--- src/design/mmu_pkg.sv ---
package mmu_pkg;

	// ------------------------------------------------------------------------
	// field positions
	// ------------------------------------------------------------------------
	localparam int PPN_W = 20;
	localparam int VPN_W = 10;
	localparam int PAGE_OFFSET_BITS = 12;
	localparam int SATP_MODE_BIT = 31;
	localparam int PTE_V_BIT = 0;
	// ppn field starts above the flag bits
	localparam int PTE_PPN_LSB = 10;

	// ------------------------------------------------------------------------
	// bus and translation types
	// ------------------------------------------------------------------------
	typedef logic [31:0] addr_t;
	typedef logic [31:0] data_t;
	typedef logic [3:0] strb_t;
	typedef logic [PPN_W-1:0] ppn_t;
	typedef logic [VPN_W-1:0] vpn_t;

	// response code carried with every answer
	typedef enum logic [1:0] {
		RESP_OK = 2'd0,
		RESP_PAGE_FAULT = 2'd1,
		RESP_BUS_ERROR = 2'd2
	} resp_t;

endpackage

--- src/design/mem_bus_if.sv ---
`timescale 1ns/1ps

interface mem_bus_if import mmu_pkg::*; ();

	// request channel
	logic req_valid;
	logic req_ready;
	addr_t req_addr;
	logic req_we;
	data_t req_wdata;
	strb_t req_wstrb;

	// response channel
	logic rsp_valid;
	logic rsp_ready;
	data_t rsp_rdata;
	resp_t rsp_resp;

	modport master (
		output req_valid, req_addr, req_we, req_wdata, req_wstrb, rsp_ready,
		input req_ready, rsp_valid, rsp_rdata, rsp_resp
	);

	modport slave (
		input req_valid, req_addr, req_we, req_wdata, req_wstrb, rsp_ready,
		output req_ready, rsp_valid, rsp_rdata, rsp_resp
	);

endinterface

--- src/design/bus_arbiter.sv ---
`timescale 1ns/1ps

module bus_arbiter (
	input logic clk,
	input logic rst,
	mem_bus_if.slave m0,
	mem_bus_if.slave m1,
	mem_bus_if.master mem
);

	logic busy;
	logic grant;
	logic last;
	logic sel;

	// ------------------------------------------------------------------------
	// owner select
	// ------------------------------------------------------------------------
	always_comb begin
		if (busy) begin
			sel = grant;
		end else if (m0.req_valid && m1.req_valid) begin
			// master not served last goes first
			sel = ~last;
		end else begin
			sel = m1.req_valid;
		end
	end

	// request path, new requests only with no transaction open
	assign mem.req_valid = !busy && (sel ? m1.req_valid : m0.req_valid);
	assign mem.req_addr = sel ? m1.req_addr : m0.req_addr;
	assign mem.req_we = sel ? m1.req_we : m0.req_we;
	assign mem.req_wdata = sel ? m1.req_wdata : m0.req_wdata;
	assign mem.req_wstrb = sel ? m1.req_wstrb : m0.req_wstrb;

	assign m0.req_ready = !busy && !sel && mem.req_ready;
	assign m1.req_ready = !busy && sel && mem.req_ready;

	// response path back to the owner
	assign m0.rsp_valid = busy && !grant && mem.rsp_valid;
	assign m1.rsp_valid = busy && grant && mem.rsp_valid;
	assign m0.rsp_rdata = mem.rsp_rdata;
	assign m1.rsp_rdata = mem.rsp_rdata;
	assign m0.rsp_resp = mem.rsp_resp;
	assign m1.rsp_resp = mem.rsp_resp;
	assign mem.rsp_ready = busy && (grant ? m1.rsp_ready : m0.rsp_ready);

	// ------------------------------------------------------------------------
	// grant tracking
	// ------------------------------------------------------------------------
	always_ff @(posedge clk) begin
		if (rst) begin
			busy <= 1'b0;
			grant <= 1'b0;
			last <= 1'b1;
		end else if (!busy) begin
			if (mem.req_valid && mem.req_ready) begin
				busy <= 1'b1;
				grant <= sel;
			end
		end else if (mem.rsp_valid && mem.rsp_ready) begin
			busy <= 1'b0;
			last <= grant;
		end
	end

	// a memory answer always belongs to an open transaction
	a_one_rsp: assert property (@(posedge clk) disable iff (rst)
		mem.rsp_valid |-> busy);

	// memory takes nothing new while the grant is held
	a_grant_held: assert property (@(posedge clk) disable iff (rst)
		busy |-> !mem.req_ready);

endmodule

--- src/flat_wrapper.sv ---
// flat-port wrapper written by rule: the top's interface ports become plain ports
module bus_arbiter_flat 
  (clk, rst, m0_req_valid, m0_req_addr, m0_req_we, m0_req_wdata, m0_req_wstrb, m0_rsp_ready, m0_req_ready, m0_rsp_valid, m0_rsp_rdata, m0_rsp_resp, m1_req_valid, m1_req_addr, m1_req_we, m1_req_wdata, m1_req_wstrb, m1_rsp_ready, m1_req_ready, m1_rsp_valid, m1_rsp_rdata, m1_rsp_resp, mem_req_valid, mem_req_addr, mem_req_we, mem_req_wdata, mem_req_wstrb, mem_rsp_ready, mem_req_ready, mem_rsp_valid, mem_rsp_rdata, mem_rsp_resp);
  mem_bus_if m0_i ();
  mem_bus_if m1_i ();
  mem_bus_if mem_i ();
  input logic clk;
  input logic rst;
  input wire logic [$bits(m0_i.req_valid)-1:0] m0_req_valid;
  input wire logic [$bits(m0_i.req_addr)-1:0] m0_req_addr;
  input wire logic [$bits(m0_i.req_we)-1:0] m0_req_we;
  input wire logic [$bits(m0_i.req_wdata)-1:0] m0_req_wdata;
  input wire logic [$bits(m0_i.req_wstrb)-1:0] m0_req_wstrb;
  input wire logic [$bits(m0_i.rsp_ready)-1:0] m0_rsp_ready;
  output wire logic [$bits(m0_i.req_ready)-1:0] m0_req_ready;
  output wire logic [$bits(m0_i.rsp_valid)-1:0] m0_rsp_valid;
  output wire logic [$bits(m0_i.rsp_rdata)-1:0] m0_rsp_rdata;
  output wire logic [$bits(m0_i.rsp_resp)-1:0] m0_rsp_resp;
  input wire logic [$bits(m1_i.req_valid)-1:0] m1_req_valid;
  input wire logic [$bits(m1_i.req_addr)-1:0] m1_req_addr;
  input wire logic [$bits(m1_i.req_we)-1:0] m1_req_we;
  input wire logic [$bits(m1_i.req_wdata)-1:0] m1_req_wdata;
  input wire logic [$bits(m1_i.req_wstrb)-1:0] m1_req_wstrb;
  input wire logic [$bits(m1_i.rsp_ready)-1:0] m1_rsp_ready;
  output wire logic [$bits(m1_i.req_ready)-1:0] m1_req_ready;
  output wire logic [$bits(m1_i.rsp_valid)-1:0] m1_rsp_valid;
  output wire logic [$bits(m1_i.rsp_rdata)-1:0] m1_rsp_rdata;
  output wire logic [$bits(m1_i.rsp_resp)-1:0] m1_rsp_resp;
  output wire logic [$bits(mem_i.req_valid)-1:0] mem_req_valid;
  output wire logic [$bits(mem_i.req_addr)-1:0] mem_req_addr;
  output wire logic [$bits(mem_i.req_we)-1:0] mem_req_we;
  output wire logic [$bits(mem_i.req_wdata)-1:0] mem_req_wdata;
  output wire logic [$bits(mem_i.req_wstrb)-1:0] mem_req_wstrb;
  output wire logic [$bits(mem_i.rsp_ready)-1:0] mem_rsp_ready;
  input wire logic [$bits(mem_i.req_ready)-1:0] mem_req_ready;
  input wire logic [$bits(mem_i.rsp_valid)-1:0] mem_rsp_valid;
  input wire logic [$bits(mem_i.rsp_rdata)-1:0] mem_rsp_rdata;
  input wire logic [$bits(mem_i.rsp_resp)-1:0] mem_rsp_resp;
  assign m0_i.req_valid = m0_req_valid;
  assign m0_i.req_addr = m0_req_addr;
  assign m0_i.req_we = m0_req_we;
  assign m0_i.req_wdata = m0_req_wdata;
  assign m0_i.req_wstrb = m0_req_wstrb;
  assign m0_i.rsp_ready = m0_rsp_ready;
  assign m0_req_ready = m0_i.req_ready;
  assign m0_rsp_valid = m0_i.rsp_valid;
  assign m0_rsp_rdata = m0_i.rsp_rdata;
  assign m0_rsp_resp = m0_i.rsp_resp;
  assign m1_i.req_valid = m1_req_valid;
  assign m1_i.req_addr = m1_req_addr;
  assign m1_i.req_we = m1_req_we;
  assign m1_i.req_wdata = m1_req_wdata;
  assign m1_i.req_wstrb = m1_req_wstrb;
  assign m1_i.rsp_ready = m1_rsp_ready;
  assign m1_req_ready = m1_i.req_ready;
  assign m1_rsp_valid = m1_i.rsp_valid;
  assign m1_rsp_rdata = m1_i.rsp_rdata;
  assign m1_rsp_resp = m1_i.rsp_resp;
  assign mem_req_valid = mem_i.req_valid;
  assign mem_req_addr = mem_i.req_addr;
  assign mem_req_we = mem_i.req_we;
  assign mem_req_wdata = mem_i.req_wdata;
  assign mem_req_wstrb = mem_i.req_wstrb;
  assign mem_rsp_ready = mem_i.rsp_ready;
  assign mem_i.req_ready = mem_req_ready;
  assign mem_i.rsp_valid = mem_rsp_valid;
  assign mem_i.rsp_rdata = mem_rsp_rdata;
  assign mem_i.rsp_resp = mem_rsp_resp;
  bus_arbiter u_core (.clk(clk), .rst(rst), .m0(m0_i), .m1(m1_i), .mem(mem_i));
endmodule
--- config.mk ---
export PLATFORM = sky130hd
export DESIGN_NAME = bus_arbiter_flat
export DESIGN_NICKNAME = d
export VERILOG_FILES = /design/src/design/mmu_pkg.sv /design/src/design/mem_bus_if.sv /design/src/design/bus_arbiter.sv /design/src/flat_wrapper.sv
export SDC_FILE = /design/constraint.sdc
export NUM_CORES = 1
export LEC_CHECK = 0
export BUFFER_PORTS_ARGS = -buffer_cell sky130_fd_sc_hd__buf_2
export CAP_MARGIN = 20
export CORE_AREA = 3 3 124 126
export CTS_CLUSTER_SIZE = 16
export DETAILED_ROUTE_END_ITERATION = 8
export DIE_AREA = 0 0 127 129
export PLACE_DENSITY = 0.42
export SLEW_MARGIN = 40
export SYNTH_ARGS = -nofsm -noshare
export SYNTH_HDL_FRONTEND = slang
export SYNTH_SLANG_ARGS = --single-unit
export TNS_END_PERCENT = 100
--- constraint.sdc ---
create_clock -name clk -period 1.4 [get_ports clk]
set_input_delay 0.14 -clock clk [delete_from_list [all_inputs] [get_ports clk]]
set_output_delay 0.14 -clock clk [all_outputs]
set_load 0.01 [all_outputs]
==> impl_metrics.csv, run 1 <==
group,metric,value,unit
cts,h-tree-depth,1,
cts,clk_latency,0.22,ns
cts,path_clk_slew,0.03,ns
critical_path,cp_cell_sequence,"mux2i_4 > buf_12 > buf_16 > mux2_4 > buf_6",
sta,max_slew_margin,0.863,
sta,hold_viol,0,
drt,ant_nets,0,
die,io_pins,323,
drt,wl_per_cell,14.5,um
sta,clock_skew,0.000480,ns
global_route,antenna_found_initial,0,
die,design.core.area,14400,um^2
synthesis,ys_seq_elements,3,
power_and_ir_drop,leakagePower,1.89,nW
sta,slew_viol_final,0,
synthesis,syn_inst,170,
critical_path,cp-end-kind,"primary output",
sta,worst_slack,-0.409,ns
worst_hold_path,holdCritPathClass,"in2reg",
cts,root_buffer,"clkbuf_16",
global_route,grt_pass1_wl,9900,um
power_and_ir_drop,fin_total_pwr,0.00217,W
finish,post-route-util,0.232,
critical_path,worstSetupStartpointType,"register",
global_route,grt_overflow,0,
sta,rsz0062_at_grt,"true",
global_route,track_usage,0.0773,
critical_path,slowest_delay,0.35,ns
drt,routed_wl,7480,um
sta,max_freq,0.553,GHz
finish,syn_to_final_growth,106,%
sta,min_period,1.81,ns
cts,cts_tree,"yes",
job,maxCapViolCount,0,
critical_path,crit_required,1.26,ns
drt,drcViolationCount,0,
place,io_buffers,220,
finish,nets,513,
place,routabilityCongestion,0.731,
synthesis,synthDistinctLibCells,21,
global_route,grt_pass1_vias,1915,
place,place_hpwl,5870,um
critical_path,critPathSlowestCell,"dfxtp_4",
run_status,outcome,"complete, but fails checks",
drt,vias_per_cell,3.49,
synthesis,synth_top_area_frac,0.409,
run_status,violations,"negative setup slack",
die,initial_core_util,0.113,
finish,multi_input_area,1200,um^2
die,dieArea,16400,um^2
synthesis,yosysWarnings,0,
critical_path,cp.arrival,1.67,ns
die,die_y,129,um
synthesis,yosysTopAreaCell,"mux2_2",
drt,first_iter_violations,27,
finish,design_area,3350,um^2
die,die_w,127,um
finish,drive_gt1_frac,0.946,
finish,diodes,0,
synthesis,synthesis.nets,350,
die,rows,44,
global_route,grt_max_degree,21,
power_and_ir_drop,peakVddDrop,264,uV
sta,fin_crit_sh,1.29,
sta,setup_viol,69,
place,dp_slack,-0.318,ns
synthesis,ys_seq_area_frac,0.0370,
synthesis,syn_area_per_cell,9.56,um^2
cts,clock-sinks,3,
synthesis,synthTopCellsByArea,"mux2_2 (41%), buf_4 (31%), mux2_4 (9.2%)",
synthesis,synthesis.area,1630,um^2
critical_path,path_class,"reg2out",
finish,fill_cells,1552,
power_and_ir_drop,p_per_area,648,nW/um^2
drt,vias,1802,
cts,cts.path.max_buffers,2,
finish,final-seq-area,68.8,um^2
drt,drtPass1Iterations,4,
cts,cts_hold_buf,0,
critical_path,worstPathMaxFanout,11,
cts,numCtsBuffers,3,
place,post_dp_cell_area,2660,um^2
sta,max_slew.worst_pin.slew,0.204,ns
critical_path,r2r_setup_slack,0.03,ns
[area by class of cell]
class | count | share of cell area
clock buffer | 4 | 0.0235
sequential | 3 | 0.0205
multi-input combinational | 90 | 0.357
inverter | 1 | 0.00112
tap | 184 | 0.0687
timing repair buffer | 234 | 0.529
[flip-flops by register name (all words and copies together), names as in the netlist]
register and cells:
u_core.busy 1, u_core.last 1, u_core.grant 1
[synthesized netlist by cell type (all sizes together)]
master and count:
a21boi 1, a21oi 3, a311oi 1, a31oi 1
and2 1, and3 1, buf 76, dfxtp 3
inv 1, mux2 69, mux2i 2, nand2 2
nand3 1, nor2 1, nor2b 4, o21ai 1
o21bai 1, or2 1
[metal layers]
metal  global-route usage  vias up  wire (um)
li1                     -      847          -
met1               0.0855      805       2730
met2                0.143      131       3830
met3               0.0183       19        797
met4               0.0303        0        123
met5                    0        -          0
[cell families (layout without fill, tap and decap cells)]
family | count (synthesis) | count (layout) | share of synthesized area
compound gates | 8 | 8 | 0.0331
buf+inv | 77 | 239 | 0.372
flops | 3 | 3 | 0.0370
mux | 71 | 71 | 0.521
simple gates | 11 | 11 | 0.0370
[per-stage QoR]
step                      hold slack (ns)  std cells  TNS [ns]
after detailed placement            0.280        505    -16.02
after global routing                0.114        516    -28.85
after floorplan                     0.202        170     -3.55
after CTS                          0.0975        513    -27.21
final                               0.101        516    -25.67
after global placement              0.280        505    -14.79
[critical path: cells and delay by family, from the launching register on]
family	cells	cell delay, ns
buf+inv	3	0.50
flops	1	0.35
mux	2	0.58
[cell usage in the layout, fill, tap and decap left out]
master / n
a21boi_4: 1
buf_4: 6
inv_1: 1
and2_1: 1
nor2_1: 1
buf_16: 5
dfxtp_4: 2
or2_2: 1
a21oi_1: 3
nor2b_2: 1
a311oi_2: 1
and3_1: 1
o21bai_1: 1
buf_2: 153
mux2i_1: 1
clkbuf_1: 1
nor2b_1: 3
o21ai_0: 1
buf_6: 67
mux2_4: 69
nand3_1: 1
clkbuf_16: 5
a31oi_1: 1
dfxtp_2: 1
nand2_1: 2
mux2i_4: 1
buf_12: 1
[path summary, 6_finish.rpt]
| path | to | start | cells after the start |
|---|---|---|---|
| max | mem_req_addr[24] | u_core.busy$_SDFF_PP0_ | 5 |
| min | u_core.grant$_SDFFE_PP0P_ | rst | 2 |
| max reg2reg | u_core.grant$_SDFFE_PP0P_ | u_core.last$_SDFFE_PP1P_ | 6 |
| min reg2reg | u_core.last$_SDFFE_PP1P_ | u_core.last$_SDFFE_PP1P_ | 3 |
[power by group]
group          leakage (nW)  switching [W]  total, W  internal [W]
clock network        0.0382      0.0000829  0.000459      0.000376
registers            0.0258      0.0000111  0.000107     0.0000963
logic                  1.82       0.000575   0.00161       0.00103
[timing repair]
action                                 in CTS  in global routing
endpoints found under the hold margin       0                  0
buffers inserted                            1                  1
cloned                                      3                  2
resized for setup                          72                  9
setup endpoints to repair                  71                 70
(Power assumes the default switching activity.)
==> run 2: changes to the inputs <==
--- a/config.mk
+++ b/config.mk
@@ -8,6 +8,7 @@
 export BUFFER_PORTS_ARGS = -buffer_cell sky130_fd_sc_hd__buf_2
 export CAP_MARGIN = 20
 export CORE_AREA = 3 3 124 126
+export CTS_BUF_LIST = sky130_fd_sc_hd__clkbuf_2 sky130_fd_sc_hd__clkbuf_4 sky130_fd_sc_hd__clkbuf_8
 export CTS_CLUSTER_SIZE = 16
 export DETAILED_ROUTE_END_ITERATION = 8
 export DIE_AREA = 0 0 127 129
==> run 2 against run 1 <==
Count of clock-buffer cells in the layout unchanged. Core utilization increased by 0.14 points. Sequential cell count unchanged. The flow still finishes with violations (negative setup slack). Cell count increased by 0.39%. Die area unchanged. Largest cell class unchanged. Clock skew increased by 0.00071 ns.
==> impl_metrics.csv, run 2 (same netlist as run 1, synthesis figures left out) <==
group,metric,value,unit
power_and_ir_drop,fin_total_pwr,0.00202,W
cts,cts_tree,"yes",
finish,reg_top3,"u_core.busy: 1 flops, u_core.grant: 1 flops, u_core.last: 1 flops",
die,io_pins,323,
run_status,violations,"negative setup slack",
critical_path,worstSetupStartpointType,"register",
sta,setup_viol,69,
critical_path,r2r_setup_slack,0.01,ns
finish,post-route-util,0.234,
die,rows,44,
cts,root_buffer,"clkbuf_8",
sta,worst_slack,-0.407,ns
sta,max_slew_margin,0.863,
finish,layout_common_cells,"buf_2 (153), mux2_4 (69), buf_6 (67)",
sta,clock_skew,0.00119,ns
die,die_w,127,um
run_status,outcome,"complete, but fails checks",
global_route,grt_pass1_wl,9880,um
finish,finalNonFillerCells,518,
sta,min_period,1.81,ns
die,design.core.area,14400,um^2
place,place_hpwl,5870,um
die,die_y,129,um
cts,path_clk_slew,0.03,ns
power_and_ir_drop,peakVddDrop,177,uV
power_and_ir_drop,internal-power,0.00137,W
global_route,antenna_found_initial,0,
global_route,grt_overflow,0,
power_and_ir_drop,netSwitchingFraction,0.324,
sta,fin_crit_sh,1.29,
cts,cts.path.max_buffers,2,
drt,wl_per_cell,14.8,um
finish,syn_to_final_growth,108,%
cts,clk_latency,0.22,ns
cts,cts_hold_buf,0,
power_and_ir_drop,combinationalPowerShare,0.812,
power_and_ir_drop,clockPowerShare,0.135,
power_and_ir_drop,leakagePower,1.90,nW
sta,slew_viol_final,0,
die,initial_core_util,0.113,
global_route,grt_pass1_vias,1914,
job,maxCapViolCount,0,
drt,drcViolationCount,0,
drt,drtPass1Iterations,4,
finish,drive_gt1_frac,0.949,
finish,nets,515,
drt,vias,1807,
place,io_buffers,220,
critical_path,cp.arrival,1.67,ns
global_route,track_usage,0.0769,
place,routabilityCongestion,0.731,
critical_path,path_class,"reg2out",
sta,fin_tns_setup,-25.72,ns
cts,numCtsBuffers,3,
sta,max_slew.worst_pin.slew,0.203,ns
sta,rsz0062_at_grt,"true",
place,place_inst,505,
finish,diodes,0,
sta,hold_viol,0,
sta,max_freq,0.553,GHz
worst_hold_path,holdCritPathClass,"in2reg",
drt,first_iter_violations,27,
power_and_ir_drop,seq_power_share,0.053,
power_and_ir_drop,p_sw,0.000654,W
critical_path,cp-end-kind,"primary output",
drt,routed_wl,7660,um
die,dieArea,16400,um^2
cts,clock-sinks,3,
finish,final_common_cell,"buf_2",
drt,vias_per_cell,3.49,
critical_path,worstPathMaxFanout,10,
cts,h-tree-depth,1,
critical_path,crit_required,1.26,ns
power_and_ir_drop,p_per_area,599,nW/um^2
drt,ant_nets,0,
global_route,grt_max_degree,21,
==> run 2: changes by cell type in the layout (fill, tap and decap cells not counted), sizes merged <==
cell / before / now
clkbuf: 6 / 8
==> run 2: final timing paths <==
| path | start | end | cells after the start |
|---|---|---|---|
| worst max-delay path | u_core.busy$_SDFF_PP0_ | mem_req_addr[11] | 5 |
| worst min-delay path | rst | u_core.grant$_SDFFE_PP0P_ | 2 |
| worst max register to register | u_core.last$_SDFFE_PP1P_ | u_core.grant$_SDFFE_PP0P_ | 6 |
| worst min register to register | u_core.last$_SDFFE_PP1P_ | u_core.last$_SDFFE_PP1P_ | 3 |
==> run 2: per-stage QoR <==
| stage | cell area [um^2] | hold WS, ns | setup WS, ns |
|---|---|---|---|
| after floorplan | 1850 | 0.202 | -0.0521 |
| after global placement | 2660 | 0.280 | -0.298 |
| after detailed placement | 2660 | 0.280 | -0.318 |
| after CTS | 3230 | 0.105 | -0.422 |
| after global routing | 3370 | 0.118 | -0.452 |
| final | 3370 | 0.110 | -0.407 |
==> run 2: final cells by class <==
| cell class | count | area [um^2] |
|---|---|---|
| Timing Repair Buffer | 236 | 1820 |
| Fill cell | 1549 | 11100 |
| Clock buffer | 4 | 48.8 |
| Sequential cell | 3 | 68.8 |
| Inverter | 1 | 3.75 |
| Tap cell | 184 | 230 |
| Multi-Input combinational cell | 90 | 1200 |
==> run 2: critical path, stage by stage, from the launching register on <==
cell and delay [ns]:
dfxtp_4 0.35, mux2i_4 0.24, buf_12 0.21, clkbuf_16 0.20
mux2_4 0.31, buf_6 0.12
==> run 2: power groups by stage <==
stage / Combinational, W / Sequential [W] / Clock (W)
2_1_floorplan: 0.000913 / 0.000104 / 0
3_3_place_gp: 0.00117 / 0.000107 / 0
3_5_place_dp: 0.00118 / 0.000107 / 0
4_1_cts: 0.00156 / 0.000107 / 0.000279
5_1_grt: 0.00173 / 0.000109 / 0.000286
6_report: 0.00164 / 0.000107 / 0.000274
==> run 2: what timing repair did <==
action	4_1_cts	5_1_grt
setup buffers	1	1
resized for setup	72	9
gates cloned	3	4
endpoints found under the setup margin	71	70
pin swaps	0	0
==> run 2: per-layer routing <==
layer / GRT usage / up-vias / wire length (um)
li1: - / 849 / -
met1: 0.0852 / 810 / 2770
met2: 0.143 / 131 / 3980
met3: 0.0183 / 17 / 799
met4: 0.0284 / 0 / 108
met5: 0 / - / 0
