File: src/design/mmu_pkg.sv
package mmu_pkg;

	// ------------------------------------------------------------------------
	// field positions
	// ------------------------------------------------------------------------
	localparam int PPN_W = 20;
	localparam int VPN_W = 10;
	localparam int PAGE_OFFSET_BITS = 12;
	localparam int SATP_MODE_BIT = 31;
	localparam int PTE_V_BIT = 0;
	// ppn field starts above the flag bits
	localparam int PTE_PPN_LSB = 10;

	// ------------------------------------------------------------------------
	// bus and translation types
	// ------------------------------------------------------------------------
	typedef logic [31:0] addr_t;
	typedef logic [31:0] data_t;
	typedef logic [3:0] strb_t;
	typedef logic [PPN_W-1:0] ppn_t;
	typedef logic [VPN_W-1:0] vpn_t;

	// response code carried with every answer
	typedef enum logic [1:0] {
		RESP_OK = 2'd0,
		RESP_PAGE_FAULT = 2'd1,
		RESP_BUS_ERROR = 2'd2
	} resp_t;

endpackage

File: src/design/mem_bus_if.sv
`timescale 1ns/1ps

interface mem_bus_if import mmu_pkg::*; ();

	// request channel
	logic req_valid;
	logic req_ready;
	addr_t req_addr;
	logic req_we;
	data_t req_wdata;
	strb_t req_wstrb;

	// response channel
	logic rsp_valid;
	logic rsp_ready;
	data_t rsp_rdata;
	resp_t rsp_resp;

	modport master (
		output req_valid, req_addr, req_we, req_wdata, req_wstrb, rsp_ready,
		input req_ready, rsp_valid, rsp_rdata, rsp_resp
	);

	modport slave (
		input req_valid, req_addr, req_we, req_wdata, req_wstrb, rsp_ready,
		output req_ready, rsp_valid, rsp_rdata, rsp_resp
	);

endinterface

File: src/design/sv32_mmu.sv
`timescale 1ns/1ps

module sv32_mmu import mmu_pkg::*; (
	input logic clk,
	input logic rst,
	input data_t satp,
	mem_bus_if.slave cpu,
	mem_bus_if.master mem
);

	typedef enum logic [3:0] {
		IDLE,
		PTE1_REQ,
		PTE1_RSP,
		PTE2_REQ,
		PTE2_RSP,
		DATA_REQ,
		DATA_RSP,
		DONE,
		FORWARD
	} mmu_state_t;

	mmu_state_t state;
	ppn_t root_q;
	ppn_t pte_ppn_q;
	data_t rdata_q;
	resp_t resp_q;

	logic fwd;
	vpn_t vpn1;
	vpn_t vpn0;
	logic [PAGE_OFFSET_BITS-1:0] page_off;
	addr_t pte1_addr;
	addr_t pte2_addr;
	addr_t paddr;
	ppn_t rsp_ppn;
	logic pte_valid;
	logic pte_bad;

	// ------------------------------------------------------------------------
	// address formation
	// ------------------------------------------------------------------------
	assign vpn1 = cpu.req_addr[PAGE_OFFSET_BITS + VPN_W +: VPN_W];
	assign vpn0 = cpu.req_addr[PAGE_OFFSET_BITS +: VPN_W];
	assign page_off = cpu.req_addr[PAGE_OFFSET_BITS-1:0];

	assign pte1_addr = {root_q, vpn1, 2'b00};
	assign pte2_addr = {pte_ppn_q, vpn0, 2'b00};
	// upper ppn bits dropped, 32-bit physical space
	assign paddr = {pte_ppn_q, page_off};

	assign rsp_ppn = mem.rsp_rdata[PTE_PPN_LSB +: PPN_W];
	assign pte_valid = mem.rsp_rdata[PTE_V_BIT];
	assign pte_bad = (mem.rsp_resp != RESP_OK) || !pte_valid;

	// bare mode passes straight through, already in idle
	assign fwd = (state == FORWARD) || (state == IDLE && !satp[SATP_MODE_BIT]);

	// ------------------------------------------------------------------------
	// channel steering
	// ------------------------------------------------------------------------
	always_comb begin
		mem.req_valid = 1'b0;
		mem.req_addr = pte1_addr;
		mem.req_we = 1'b0;
		mem.req_wdata = cpu.req_wdata;
		mem.req_wstrb = cpu.req_wstrb;
		mem.rsp_ready = 1'b0;
		cpu.req_ready = 1'b0;
		cpu.rsp_valid = 1'b0;
		cpu.rsp_rdata = rdata_q;
		cpu.rsp_resp = resp_q;
		if (fwd) begin
			mem.req_valid = cpu.req_valid;
			mem.req_addr = cpu.req_addr;
			mem.req_we = cpu.req_we;
			mem.rsp_ready = cpu.rsp_ready;
			cpu.req_ready = mem.req_ready;
			cpu.rsp_valid = mem.rsp_valid;
			cpu.rsp_rdata = mem.rsp_rdata;
			cpu.rsp_resp = mem.rsp_resp;
		end else begin
			case (state)
				PTE1_REQ: begin
					mem.req_valid = 1'b1;
				end
				PTE2_REQ: begin
					mem.req_valid = 1'b1;
					mem.req_addr = pte2_addr;
				end
				DATA_REQ: begin
					mem.req_valid = 1'b1;
					mem.req_addr = paddr;
					mem.req_we = cpu.req_we;
				end
				PTE1_RSP, PTE2_RSP, DATA_RSP: begin
					mem.rsp_ready = 1'b1;
				end
				DONE: begin
					cpu.req_ready = 1'b1;
					cpu.rsp_valid = 1'b1;
				end
				default: begin
				end
			endcase
		end
	end

	// ------------------------------------------------------------------------
	// walk state machine
	// ------------------------------------------------------------------------
	always_ff @(posedge clk) begin
		if (rst) begin
			state <= IDLE;
		end else begin
			case (state)
				IDLE: begin
					if (cpu.req_valid) begin
						state <= satp[SATP_MODE_BIT] ? PTE1_REQ : FORWARD;
					end
				end
				FORWARD: begin
					if (mem.rsp_valid && cpu.rsp_ready) begin
						state <= IDLE;
					end
				end
				PTE1_REQ: begin
					if (mem.req_ready) begin
						state <= PTE1_RSP;
					end
				end
				PTE1_RSP: begin
					if (mem.rsp_valid) begin
						state <= pte_bad ? DONE : PTE2_REQ;
					end
				end
				PTE2_REQ: begin
					if (mem.req_ready) begin
						state <= PTE2_RSP;
					end
				end
				PTE2_RSP: begin
					if (mem.rsp_valid) begin
						state <= pte_bad ? DONE : DATA_REQ;
					end
				end
				DATA_REQ: begin
					if (mem.req_ready) begin
						state <= DATA_RSP;
					end
				end
				DATA_RSP: begin
					if (mem.rsp_valid) begin
						state <= DONE;
					end
				end
				DONE: begin
					if (cpu.rsp_ready) begin
						state <= IDLE;
					end
				end
				default: begin
					state <= IDLE;
				end
			endcase
		end
	end

	// root, pte and answer registers
	always_ff @(posedge clk) begin
		case (state)
			IDLE: begin
				root_q <= satp[PPN_W-1:0];
			end
			PTE1_RSP, PTE2_RSP: begin
				if (mem.rsp_valid) begin
					pte_ppn_q <= rsp_ppn;
					rdata_q <= '0;
					// a bus error wins over the fault
					resp_q <= (mem.rsp_resp != RESP_OK) ? mem.rsp_resp : RESP_PAGE_FAULT;
				end
			end
			DATA_RSP: begin
				if (mem.rsp_valid) begin
					rdata_q <= mem.rsp_rdata;
					resp_q <= mem.rsp_resp;
				end
			end
			default: begin
			end
		endcase
	end

	// ------------------------------------------------------------------------
	// checks
	// ------------------------------------------------------------------------
	a_req_addr_stable: assert property (@(posedge clk) disable iff (rst)
		cpu.req_valid && !cpu.req_ready |=> $stable(cpu.req_addr));

	a_rsp_state: assert property (@(posedge clk) disable iff (rst)
		cpu.rsp_valid |-> (state == DONE || state == FORWARD));

endmodule

File: src/flat_wrapper.sv
// flat-port wrapper written by rule: the top's interface ports become plain ports
module sv32_mmu_flat import mmu_pkg::*;
  (clk, rst, satp, cpu_req_valid, cpu_req_addr, cpu_req_we, cpu_req_wdata, cpu_req_wstrb, cpu_rsp_ready, cpu_req_ready, cpu_rsp_valid, cpu_rsp_rdata, cpu_rsp_resp, mem_req_valid, mem_req_addr, mem_req_we, mem_req_wdata, mem_req_wstrb, mem_rsp_ready, mem_req_ready, mem_rsp_valid, mem_rsp_rdata, mem_rsp_resp);
  mem_bus_if cpu_i ();
  mem_bus_if mem_i ();
  input logic clk;
  input logic rst;
  input data_t satp;
  input wire logic [$bits(cpu_i.req_valid)-1:0] cpu_req_valid;
  input wire logic [$bits(cpu_i.req_addr)-1:0] cpu_req_addr;
  input wire logic [$bits(cpu_i.req_we)-1:0] cpu_req_we;
  input wire logic [$bits(cpu_i.req_wdata)-1:0] cpu_req_wdata;
  input wire logic [$bits(cpu_i.req_wstrb)-1:0] cpu_req_wstrb;
  input wire logic [$bits(cpu_i.rsp_ready)-1:0] cpu_rsp_ready;
  output wire logic [$bits(cpu_i.req_ready)-1:0] cpu_req_ready;
  output wire logic [$bits(cpu_i.rsp_valid)-1:0] cpu_rsp_valid;
  output wire logic [$bits(cpu_i.rsp_rdata)-1:0] cpu_rsp_rdata;
  output wire logic [$bits(cpu_i.rsp_resp)-1:0] cpu_rsp_resp;
  output wire logic [$bits(mem_i.req_valid)-1:0] mem_req_valid;
  output wire logic [$bits(mem_i.req_addr)-1:0] mem_req_addr;
  output wire logic [$bits(mem_i.req_we)-1:0] mem_req_we;
  output wire logic [$bits(mem_i.req_wdata)-1:0] mem_req_wdata;
  output wire logic [$bits(mem_i.req_wstrb)-1:0] mem_req_wstrb;
  output wire logic [$bits(mem_i.rsp_ready)-1:0] mem_rsp_ready;
  input wire logic [$bits(mem_i.req_ready)-1:0] mem_req_ready;
  input wire logic [$bits(mem_i.rsp_valid)-1:0] mem_rsp_valid;
  input wire logic [$bits(mem_i.rsp_rdata)-1:0] mem_rsp_rdata;
  input wire logic [$bits(mem_i.rsp_resp)-1:0] mem_rsp_resp;
  assign cpu_i.req_valid = cpu_req_valid;
  assign cpu_i.req_addr = cpu_req_addr;
  assign cpu_i.req_we = cpu_req_we;
  assign cpu_i.req_wdata = cpu_req_wdata;
  assign cpu_i.req_wstrb = cpu_req_wstrb;
  assign cpu_i.rsp_ready = cpu_rsp_ready;
  assign cpu_req_ready = cpu_i.req_ready;
  assign cpu_rsp_valid = cpu_i.rsp_valid;
  assign cpu_rsp_rdata = cpu_i.rsp_rdata;
  assign cpu_rsp_resp = cpu_i.rsp_resp;
  assign mem_req_valid = mem_i.req_valid;
  assign mem_req_addr = mem_i.req_addr;
  assign mem_req_we = mem_i.req_we;
  assign mem_req_wdata = mem_i.req_wdata;
  assign mem_req_wstrb = mem_i.req_wstrb;
  assign mem_rsp_ready = mem_i.rsp_ready;
  assign mem_i.req_ready = mem_req_ready;
  assign mem_i.rsp_valid = mem_rsp_valid;
  assign mem_i.rsp_rdata = mem_rsp_rdata;
  assign mem_i.rsp_resp = mem_rsp_resp;
  sv32_mmu u_core (.clk(clk), .rst(rst), .satp(satp), .cpu(cpu_i), .mem(mem_i));
endmodule
File: config.mk
export PLATFORM = sky130hd
export DESIGN_NAME = sv32_mmu_flat
export DESIGN_NICKNAME = d
export VERILOG_FILES = /design/src/design/mmu_pkg.sv /design/src/design/mem_bus_if.sv /design/src/design/sv32_mmu.sv /design/src/flat_wrapper.sv
export SDC_FILE = /design/constraint.sdc
export NUM_CORES = 1
export LEC_CHECK = 0
export BUFFER_PORTS_ARGS = -buffer_cell sky130_fd_sc_hd__buf_2
export CELL_PAD_IN_SITES_DETAIL_PLACEMENT = 1
export CELL_PAD_IN_SITES_GLOBAL_PLACEMENT = 1
export CORE_UTILIZATION = 35
export DETAILED_ROUTE_END_ITERATION = 12
export PLACE_DENSITY = 0.89
export SLEW_MARGIN = 20
export SYNTH_ARGS = -nofsm -noshare
export SYNTH_HDL_FRONTEND = slang
export SYNTH_SLANG_ARGS = --single-unit
File: constraint.sdc
create_clock -name clk -period 4.55 [get_ports clk]
set_clock_uncertainty 0.15 [all_clocks]
set_input_delay 0.91 -clock clk [delete_from_list [all_inputs] [get_ports clk]]
set_output_delay 0.91 -clock clk [all_outputs]
set_load 0.02 [all_outputs]
==> metrics.md, run 1 <==
| Metric | Value |
|---|---|
| Status | complete, no violations |
| Layout cell share with drive strength beyond 1 | 47.2% |
| Slew margin rel. | 27.1% |
| DRT met1 WL | between 5000 and 6000 um |
| CP Class | flop to primary output |
| DRT iter0 DRCs | 170 |
| CTS Sinks | between 70 and 80 |
| Hpwl dp | between 10000 and 15000 um |
| Setup TNS | 0 ns |
| Post-CTS Setup Repair Bufs | 0 |
| DRC | 0 |
| Vias in the first global route | 3439 |
| Setup WS pre-CTS | 1.06 ns |
| Mapped Nets | around 500 |
| Number of distinct library cells after synthesis | 45 |
| Fin. max-slew vios | 0 |
| Post-route ant nets | 0 |
| Detail Route met3 WL | 907 um |
| Commonest cells post-synth | edfxtp_1, buf_4, and2_1, mux2_2, nand2_1 |
| Synth top area share | 51.3% |
| P per Cell Area | 713 nW/um2 |
| Number of synthesis warnings | 0 |
| CTS tree | built |
| Io pins | between 200 and 250 |
| Max layer used | met4 |
| Mapped Area | ~4300 um2 |
| Ys async rst share | 0% |
| Die Span X | roughly 110 um |
| Post-synth EDFFs | 74 |
| Post-synth top area cell | edfxtp_1 |
| Die Y-Extent | 113 um |
| Fin crit period | 3.65 ns |
| DRT Pass-1 Iters | 4 |
| GRT Total Usage | between 20 and 25% |
| # setup viols final | 0 |
| Largest net degree at the start of global routing | 49 |
| Hold Vio Cnt, Final | 0 |
| Vias/cell | a little over 5 |
| Syn Inst Count | 361 |
| Mux contribution to synthesized area | 13.7% |
| Port-buffer cells | 164 |
| Area delta synth->final | 22.9% |
| Max-Cap Viols | 0 |
| CTS Hold Bufs | 0 |
| XOR/XNOR Fraction of Synth Area | 0.202% |
| Type of the most critical hold path | flop to flop |
| Top FF cell, synth | edfxtp_1 |
| Core Area | 12100 um2 |
| CTS clock-pin slew for the worst setup and hold paths | 0.06 ns |
| Register bit total from synthesis | between 70 and 80 |
| GPL Wtd Cong | around 0.81 |
| Worst Setup End Kind | primary output |
| Most common cell in the synthesized netlist | edfxtp_1 |
| Top cells by area, synth | edfxtp_1, mux2_2, buf_4 |
| Worst setup SP type | flop |
| Met2 wire len | 6980 um |
| Global route overflow | 0 |
| Detailed Route WL | 13200 um |
| Compound-Gate Fraction of Synth Area | 12.0% |
| Wire length per cell | around 20 um |
| WP data arrival | 2.59 ns |
| Syn avg cell area | 12.0 um2 |
| Site Rows | 40 |
| Fmax | 0.274 GHz |
| DIE AREA | 12800 um2 |
| Final WS setup | between 0.9 and 1 ns |
| Via count | around 3300 |
| Clk buf depth | 2 |
| Seq/Total Area, Yosys | 53.1% |
| H-tree Lvls | 3 |
| RSZ-0062 raised after global routing | no |
| Synth Area in Simple Gates | roughly an eighth |
| Max rail drop VDD | 0.303 mV |
| Initial antenna violation count | 0 |
| Number of diodes | 0 |
| Largest family of logic cells by synthesized area | multiplexers |
| Fill cells | 1344 |
| Worst-Skew Late Latency | between 0.3 and 0.4 ns |
| Synth Area in Adders | 0% |
| Initial Utilization | 35.9% |
| CTS resizes | 0 |
| Layout Nets | between 600 and 700 |
| Largest fanout on the critical path | 27 |
| Slew of the pin with the lowest slew margin | 1.09 ns |
| Period utilization | between 80% and 90% |
| TritonCTS Buffers | 9 |
| Pleak | 0.00233 uW |
| Critical path required time | 3.49 ns |
| Root Buffer | clkbuf_16 |
| First-pass GRT wire length | roughly 20000 um |
## stage by stage
| step | total power [uW] | cells | hold WS, ns | cell area [um2] | util [%] |
|---|---|---|---|---|---|
| global placement | 3060 | 638 | 0.513 | 5040 | 41.8 |
| detailed placement | 3140 | 638 | 0.550 | 5040 | 41.8 |
| finish | 3790 | 653 | 0.589 | 5320 | 44.1 |
| floorplan | 2520 | 361 | 0.487 | 4330 | - |
| CTS | 3840 | 653 | 0.562 | 5320 | 44.1 |
| global route | 4010 | 653 | 0.592 | 5320 | 44.1 |
## power by group
| part | leakage [uW] | internal, uW | switching [uW] |
|---|---|---|---|
| Clock | 0.000136 | 418 | 272 |
| Combinational | 0.00144 | 699 | 1250 |
| Sequential | 0.000749 | 1030 | 130 |
## layer usage
layer	track usage, %	up-vias
li1	-	1545
met1	23.3	1595
met2	38.0	166
met3	6.05	16
met4	5.79	0
met5	0	-
## worst max-delay path, stage by stage, from the launching register on
cell and delay [ns]:
dfxtp_1 1.01, nor2b_1 0.44, nand2_1 0.10, a21oi_1 0.15
buf_4 0.22, o2bb2ai_1 0.14, buf_2 0.19
## layout make-up
class                   instances  area (um2)  area share, %
clock inverters                 5        51.3          0.964
clock buffers                  10         229           4.30
multi-input cells             220        1660           31.1
flip-flops and latches         78        2300           43.2
repair buffers                170         866           16.3
inverters                       2        7.51          0.141
well taps                     168         210           3.95
## worst paths after layout
| check | cells past startpoint | slack, ns | end | startpoint |
|---|---|---|---|---|
| min | 2 | 0.59 | u_core.state[3] | u_core.state[3] |
| min reg2reg | 2 | 0.59 | u_core.state[3] | u_core.state[3] |
| max | 6 | 0.90 | mem_req_addr[10] | u_core.state[2] |
| max reg2reg | 2 | 1.73 | u_core.rdata_q[23] | u_core.state[1] |
## cells by family (layout without fill, tap and decap cells)
logic type	after synthesis	in the layout
muxes	55	55
AOI/OAI and AO/OA	72	72
buffers and inverters	63	187
xor gates and xnor gates	1	1
DFF	78	78
and+or+nand+nor	92	92
## cell usage in the layout, fill, tap and decap left out, types with 3 or more instances in the layout
master,count
buf_2,164
mux2_2,35
nand2_1,30
edfxtp_1,74
o2bb2ai_1,10
mux2i_1,20
nor2_1,4
nor2b_1,3
buf_4,6
clkbuf_16,9
a22o_1,10
nor3_1,3
a22oi_1,10
and2_1,35
o21ai_0,22
dfxtp_1,4
a21oi_1,4
## sequential cells by signal (all words and copies together), names as in the netlist
name / count
u_core.resp_q: 2
u_core.rdata_q: 32
u_core.root_q: 20
u_core.pte_ppn_q: 20
u_core.state: 4
No activity file was read; power rests on OpenSTA's default activity.
==> run 2, diff against run 1 <==
CORE_UTILIZATION = 30   (was 35)
PLACE_DENSITY = 0.82   (was 0.89)
clock period = 3.3 ns   (was 4.55 ns; I/O delays follow)
==> metrics.md, run 2 (synthesis results as in run 1) <==
| Metric | Value |
|---|---|
| DRT iter0 DRCs | 78 |
| Max-Cap Viols | 0 |
| Hold Vio Cnt, Final | 0 |
| Biggest regs | u_core.rdata_q x32, u_core.pte_ppn_q x20, u_core.root_q x20 |
| Area delta synth->final | 26.0% |
| Vias in the first global route | 3503 |
| DIE AREA | between 10000 and 15000 um2 |
| Largest fanout on the critical path | 48 |
| Fill cells | ~1600 |
| Register bank with the most flops | u_core.rdata_q |
| Site Rows | 43 |
| Hpwl dp | slightly above 10000 um |
| P per Cell Area | 998 nW/um2 |
| GPL Wtd Cong | 0.817 |
| Core Area | between 10000 and 15000 um2 |
| CTS resizes | 0 |
| Fin crit period | 3.11 ns |
| Layout cell share with drive strength beyond 1 | 48.4% |
| Initial Utilization | 31.0% |
| CTS Hold Bufs | 0 |
| Most frequent cells in the layout | buf_2, edfxtp_1, and2_1, mux2_2, nand2_1 |
| Wire length per cell | 19.7 um |
| RSZ-0062 raised after global routing | no |
| TritonCTS Buffers | 9 |
| Number of diodes | 0 |
| Most common cell after layout, fill and taps aside | buf_2 |
| CTS clock-pin slew for the worst setup and hold paths | ~0.06 ns |
| Worst setup SP type | flop |
| R2R depth | 5 |
| Post-route ant nets | 0 |
| WP data arrival | approximately 2.3 ns |
| CTS Sinks | 78 |
| GRT Total Usage | ~18% |
| Number of flip-flops in the largest register | 32 |
| Setup TNS | 0 ns |
| DRC | 0 |
| H-tree Lvls | 3 |
| Worst-Skew Late Latency | 0.33 ns |
| Layout Nets | 630 |
| Global route overflow | 0 |
| Reg-to-reg startpoint | u_core.state[2] |
| Clk buf depth | 2 |
| Initial antenna violation count | 0 |
| Critical path required time | around 2.5 ns |
| Fmax | about 0.32 GHz |
| Worst Setup End Kind | primary output |
| Largest net degree at the start of global routing | 49 |
| Overall Power | 5450 uW |
| Crit path launch | u_core.state[3] |
| Period utilization | 94.4% |
| Port-buffer cells | 164 |
| First-pass GRT wire length | 19600 um |
| Io pins | 248 |
| Slew margin rel. | 53.1% |
| Type of the most critical hold path | input pin to flop |
| Max rail drop VDD | 0.379 mV |
| Post-CTS Setup Repair Bufs | 0 |
| # setup viols final | 0 |
| Slew of the pin with the lowest slew margin | about 0.7 ns |
| Root Buffer | clkbuf_16 |
| Fin. max-slew vios | 0 |
| CP Class | flop to primary output |
| Status | complete, no violations |
| Vias/cell | 4.95 |
| Detailed Route WL | 13300 um |
| Via count | around 3300 |
| Die Span X | ~120 um |
| Pleak | 0.00240 uW |
| Die Y-Extent | ~120 um |
| CTS tree | built |
| DRT Pass-1 Iters | 4 |
| Hold-critical path depth | 1 |
| Hold path startpoint | satp[4] |
[run 2: changes by cell type in the layout (fill, tap and decap cells not counted), sizes merged]
cell	previous run	this run
buf	170	178
bufinv	1	2
clkbuf	10	9
inv	2	3
[run 2: layout make-up]
cell class	instances	area (um2)	area share, %
Clock buffer	9	225	4.12
Clock inverter	7	97.6	1.79
Inverter	2	7.51	0.137
Multi-Input combinational cell	220	1650	30.2
Sequential cell	78	2300	42.2
Tap cell	180	225	4.12
Timing Repair Buffer	178	951	17.4
[run 2: final timing paths]
path                  endpoint  slack (ns)
max          cpu_rsp_rdata[14]        0.19
min           u_core.root_q[4]        0.35
max reg2reg   u_core.resp_q[0]        1.35
min reg2reg    u_core.state[2]        0.50
[run 2: through the flow]
stage	util [%]	cells	cell area [um2]	hold WS, ns	setup WS (ns)
floorplan	-	361	4330	0.487	0.410
global placement	36.7	658	5140	0.514	0.428
detailed placement	36.7	658	5140	0.537	0.377
CTS	39.0	674	5460	0.335	0.164
global route	39.0	674	5460	0.333	0.00513
finish	39.0	674	5460	0.350	0.186
[run 2: critical path: stages, from the launching register on]
cell and delay [ns]:
dfxtp_1 0.61, nor2b_1 0.19, nor4_4 0.31, buf_12 0.28, mux2_2 0.37, buf_2 0.16
[run 2: layer usage]
layer  vias up  track usage (%)  part of all wire, %
met4         0             7.32                  2.6
met2       151             31.1                   50
li1       1557                -                    -
met3        31             4.92                  7.5
met1      1597             20.6                   39
met5         -                0                    0
[run 2: power by group]
group          switching, uW  internal, uW  leakage (uW)
logic                   1810          1050       0.00149
registers                101          1420      0.000749
clock network            405           665      0.000154
==> run 3, diff against run 2 <==
ABC_AREA = 1   (was default)
CORE_UTILIZATION = 28   (was 30)
==> metrics.md, run 3 <==
| Metric | Value |
|---|---|
| CTS Hold Bufs | 0 |
| TritonCTS Buffers | 9 |
| Detailed Route WL | 13300 um |
| Top FF cell, synth | edfxtp_1 |
| RSZ-0062 raised after global routing | no |
| Hpwl dp | roughly 10000 um |
| Post-route ant nets | 0 |
| Crit path max-delay family | buffers and inverters |
| Port-buffer cells | 164 |
| Switch share | 46.7% |
| Slowest library cell on the worst path | dfxtp_1 |
| Worst Setup End Kind | primary output |
| Type of the most critical hold path | input pin to flop |
| Site Rows | 44 |
| Fin. max-slew vios | 0 |
| Net Sw Power | roughly 2500 uW |
| Flop pwr share | between 20% and 30% |
| Most frequent cells in the layout | buf_2, nand2_1, edfxtp_1 |
| Post-CTS Setup Repair Bufs | 0 |
| Mapped Area | 4200 um2 |
| Worst setup SP type | flop |
| Largest net degree at the start of global routing | between 70 and 80 |
| Die Y-Extent | roughly 120 um |
| Slew margin rel. | 33.5% |
| P per Cell Area | about 1000 nW/um2 |
| Register bit total from synthesis | 78 |
| Area delta synth->final | 24.3% |
| Fin crit period | 2.95 ns |
| DRT iter0 DRCs | 126 |
| Slew of the pin with the lowest slew margin | ~1 ns |
| GPL Wtd Cong | about 0.82 |
| Commonest cells post-synth | edfxtp_1, nand2_1, nor2_1, inv_1, buf_4 |
| WP data arrival | between 2 and 2.5 ns |
| Finished Layout Cells | 789 |
| Wire length per cell | 16.8 um |
| Clock Power Share | a little under a fifth |
| # setup viols final | 0 |
| Syn Inst Count | roughly 480 |
| Number of flip-flops in the largest register | 32 |
| Period utilization | 89.3% |
| H-tree Lvls | 3 |
| Top cells by area, synth | edfxtp_1, buf_4, nand2_1 |
| CTS clock-pin slew for the worst setup and hold paths | 0.07 ns |
| CTS resizes | 0 |
| Number of distinct library cells after synthesis | 21 |
| Max stage delay on crit path | 0.47 ns |
| Seq/Total Area, Yosys | 54.8% |
| GRT Total Usage | 17.0% |
| CTS Sinks | 78 |
| Worst-Skew Late Latency | ~0.33 ns |
| Register bank with the most flops | u_core.rdata_q |
| Clk buf depth | 2 |
| Int Power | 2900 uW |
| Die Span X | 124 um |
| Buffers & Inverters on Critical Path | 3 |
| DRT Pass-1 Iters | 4 |
| Post-synth top area cell | edfxtp_1 |
| Number of synthesis warnings | 0 |
| Post-synth EDFFs | 74 |
| Ys async rst share | 0% |
| Root Buffer | clkbuf_16 |
| Synth top area share | 52.9% |
| Final Util | 35.8% |
| Largest fanout on the critical path | 48 |
| Io pins | 248 |
| Initial antenna violation count | 1 |
| DRC | 0 |
| Initial Utilization | 28.8% |
| Pleak | 0.00247 uW |
| Vias in the first global route | 3622 |
| Hold Vio Cnt, Final | 0 |
| Setup TNS | 0 ns |
| Placed cells | 772 |
| Critical path required time | 2.49 ns |
| Global route overflow | 0 |
| Layout cell share with drive strength beyond 1 | 33.1% |
| Via count | 3570 |
| Max-Cap Viols | 0 |
| Layout Nets | 740 |
| Vias/cell | 4.52 |
| Crit-path cells | nor2_4 > nand3_1 > o21ai_4 > clkinv_2 > buf_4 > o21ai_0 > o22ai_1 > buf_2 |
| Syn avg cell area | 8.79 um2 |
| Comb power frac | 53.4% |
| CTS tree | built |
| Status | complete, no violations |
| CP Class | flop to primary output |
| Biggest regs | u_core.rdata_q x32, u_core.pte_ppn_q x20, u_core.root_q x20 |
| DIE AREA | 15500 um2 |
| Max rail drop VDD | 0.425 mV |
| First-pass GRT wire length | 20200 um |
| Most common cell after layout, fill and taps aside | buf_2 |
| Core Area | about 15000 um2 |
| Mapped Nets | 619 |
| Fmax | approximately 0.34 GHz |
run 3: cell count changes after synthesis, sizes merged, moves of 4 or more:
cell / previous run / this run
nand3: 1 / 11
a22o: 10 / 0
mux2i: 20 / 0
inv: 2 / 71
o22ai: 0 / 30
nand2: 30 / 76
mux2: 35 / 0
nor3: 4 / 0
o2bb2ai: 10 / 0
and2: 35 / 0
o21ai: 24 / 68
nor2: 6 / 76
a22oi: 10 / 0
run 3: worst reg2reg max path, stage by stage (launching register included):
cell     delay [ns]
dfxtp_1        0.38
inv_1          0.12
nand2_1        0.07
nor2_1         0.20
nor2_1         0.09
nor2_2         0.75
run 3: layout make-up:
class,instances,area (um2)
Antenna cell,1,2.50
Clock buffer,10,229
Clock inverter,6,70.1
Fill cell,1753,9370
Inverter,71,268
Multi-Input combinational cell,268,1230
Sequential cell,78,2300
Tap cell,184,230
Timing Repair Buffer,171,886
run 3: per-stage QoR:
stage / total power [uW] / setup slack (ns) / hold WS, ns / cell area, um2
2_1_floorplan: 3600 / 0.510 / 0.353 / 4200
3_3_place_gp: 4450 / 0.605 / 0.385 / 4920
3_5_place_dp: 4490 / 0.590 / 0.391 / 4920
4_1_cts: 5510 / 0.340 / 0.334 / 5220
5_1_grt: 5810 / 0.200 / 0.339 / 5220
6_report: 5440 / 0.355 / 0.351 / 5220
run 3: power by group through the flow:
stage	registers, uW	logic, uW	clock network [uW]
global placement	1530	2910	0
detailed placement	1550	2940	0
CTS	1530	2950	1030
floorplan	1510	2090	0
finish	1530	2910	1000
global route	1560	3180	1070
run 3: cells by family (layout without fill, tap and decap cells):
family          count (synthesis)  in the layout  synth area share (%)
simple gates                  164            164                  15.5
buf+inv                       132            258                  16.1
compound gates                104            104                  13.6
flops                          78             78                  54.8
other cells                     0              1                     0
run 3: worst paths after layout:
kind,from,endpoint,slack (ns),cells after the start
min reg2reg,u_core.state[1],u_core.state[1],0.40,2
max,u_core.state[0],mem_req_addr[23],0.35,8
max reg2reg,u_core.state[0],u_core.pte_ppn_q[15],1.13,5
min,satp[1],u_core.root_q[1],0.35,1
run 3: layer usage:
layer | GRT usage, % | vias up | share of wire [%]
met5 | 0.980 | - | 0
met4 | 6.17 | 0 | 1.8
met3 | 4.38 | 20 | 6.6
met2 | 28.7 | 161 | 49
met1 | 20.7 | 1601 | 42
li1 | - | 1788 | -
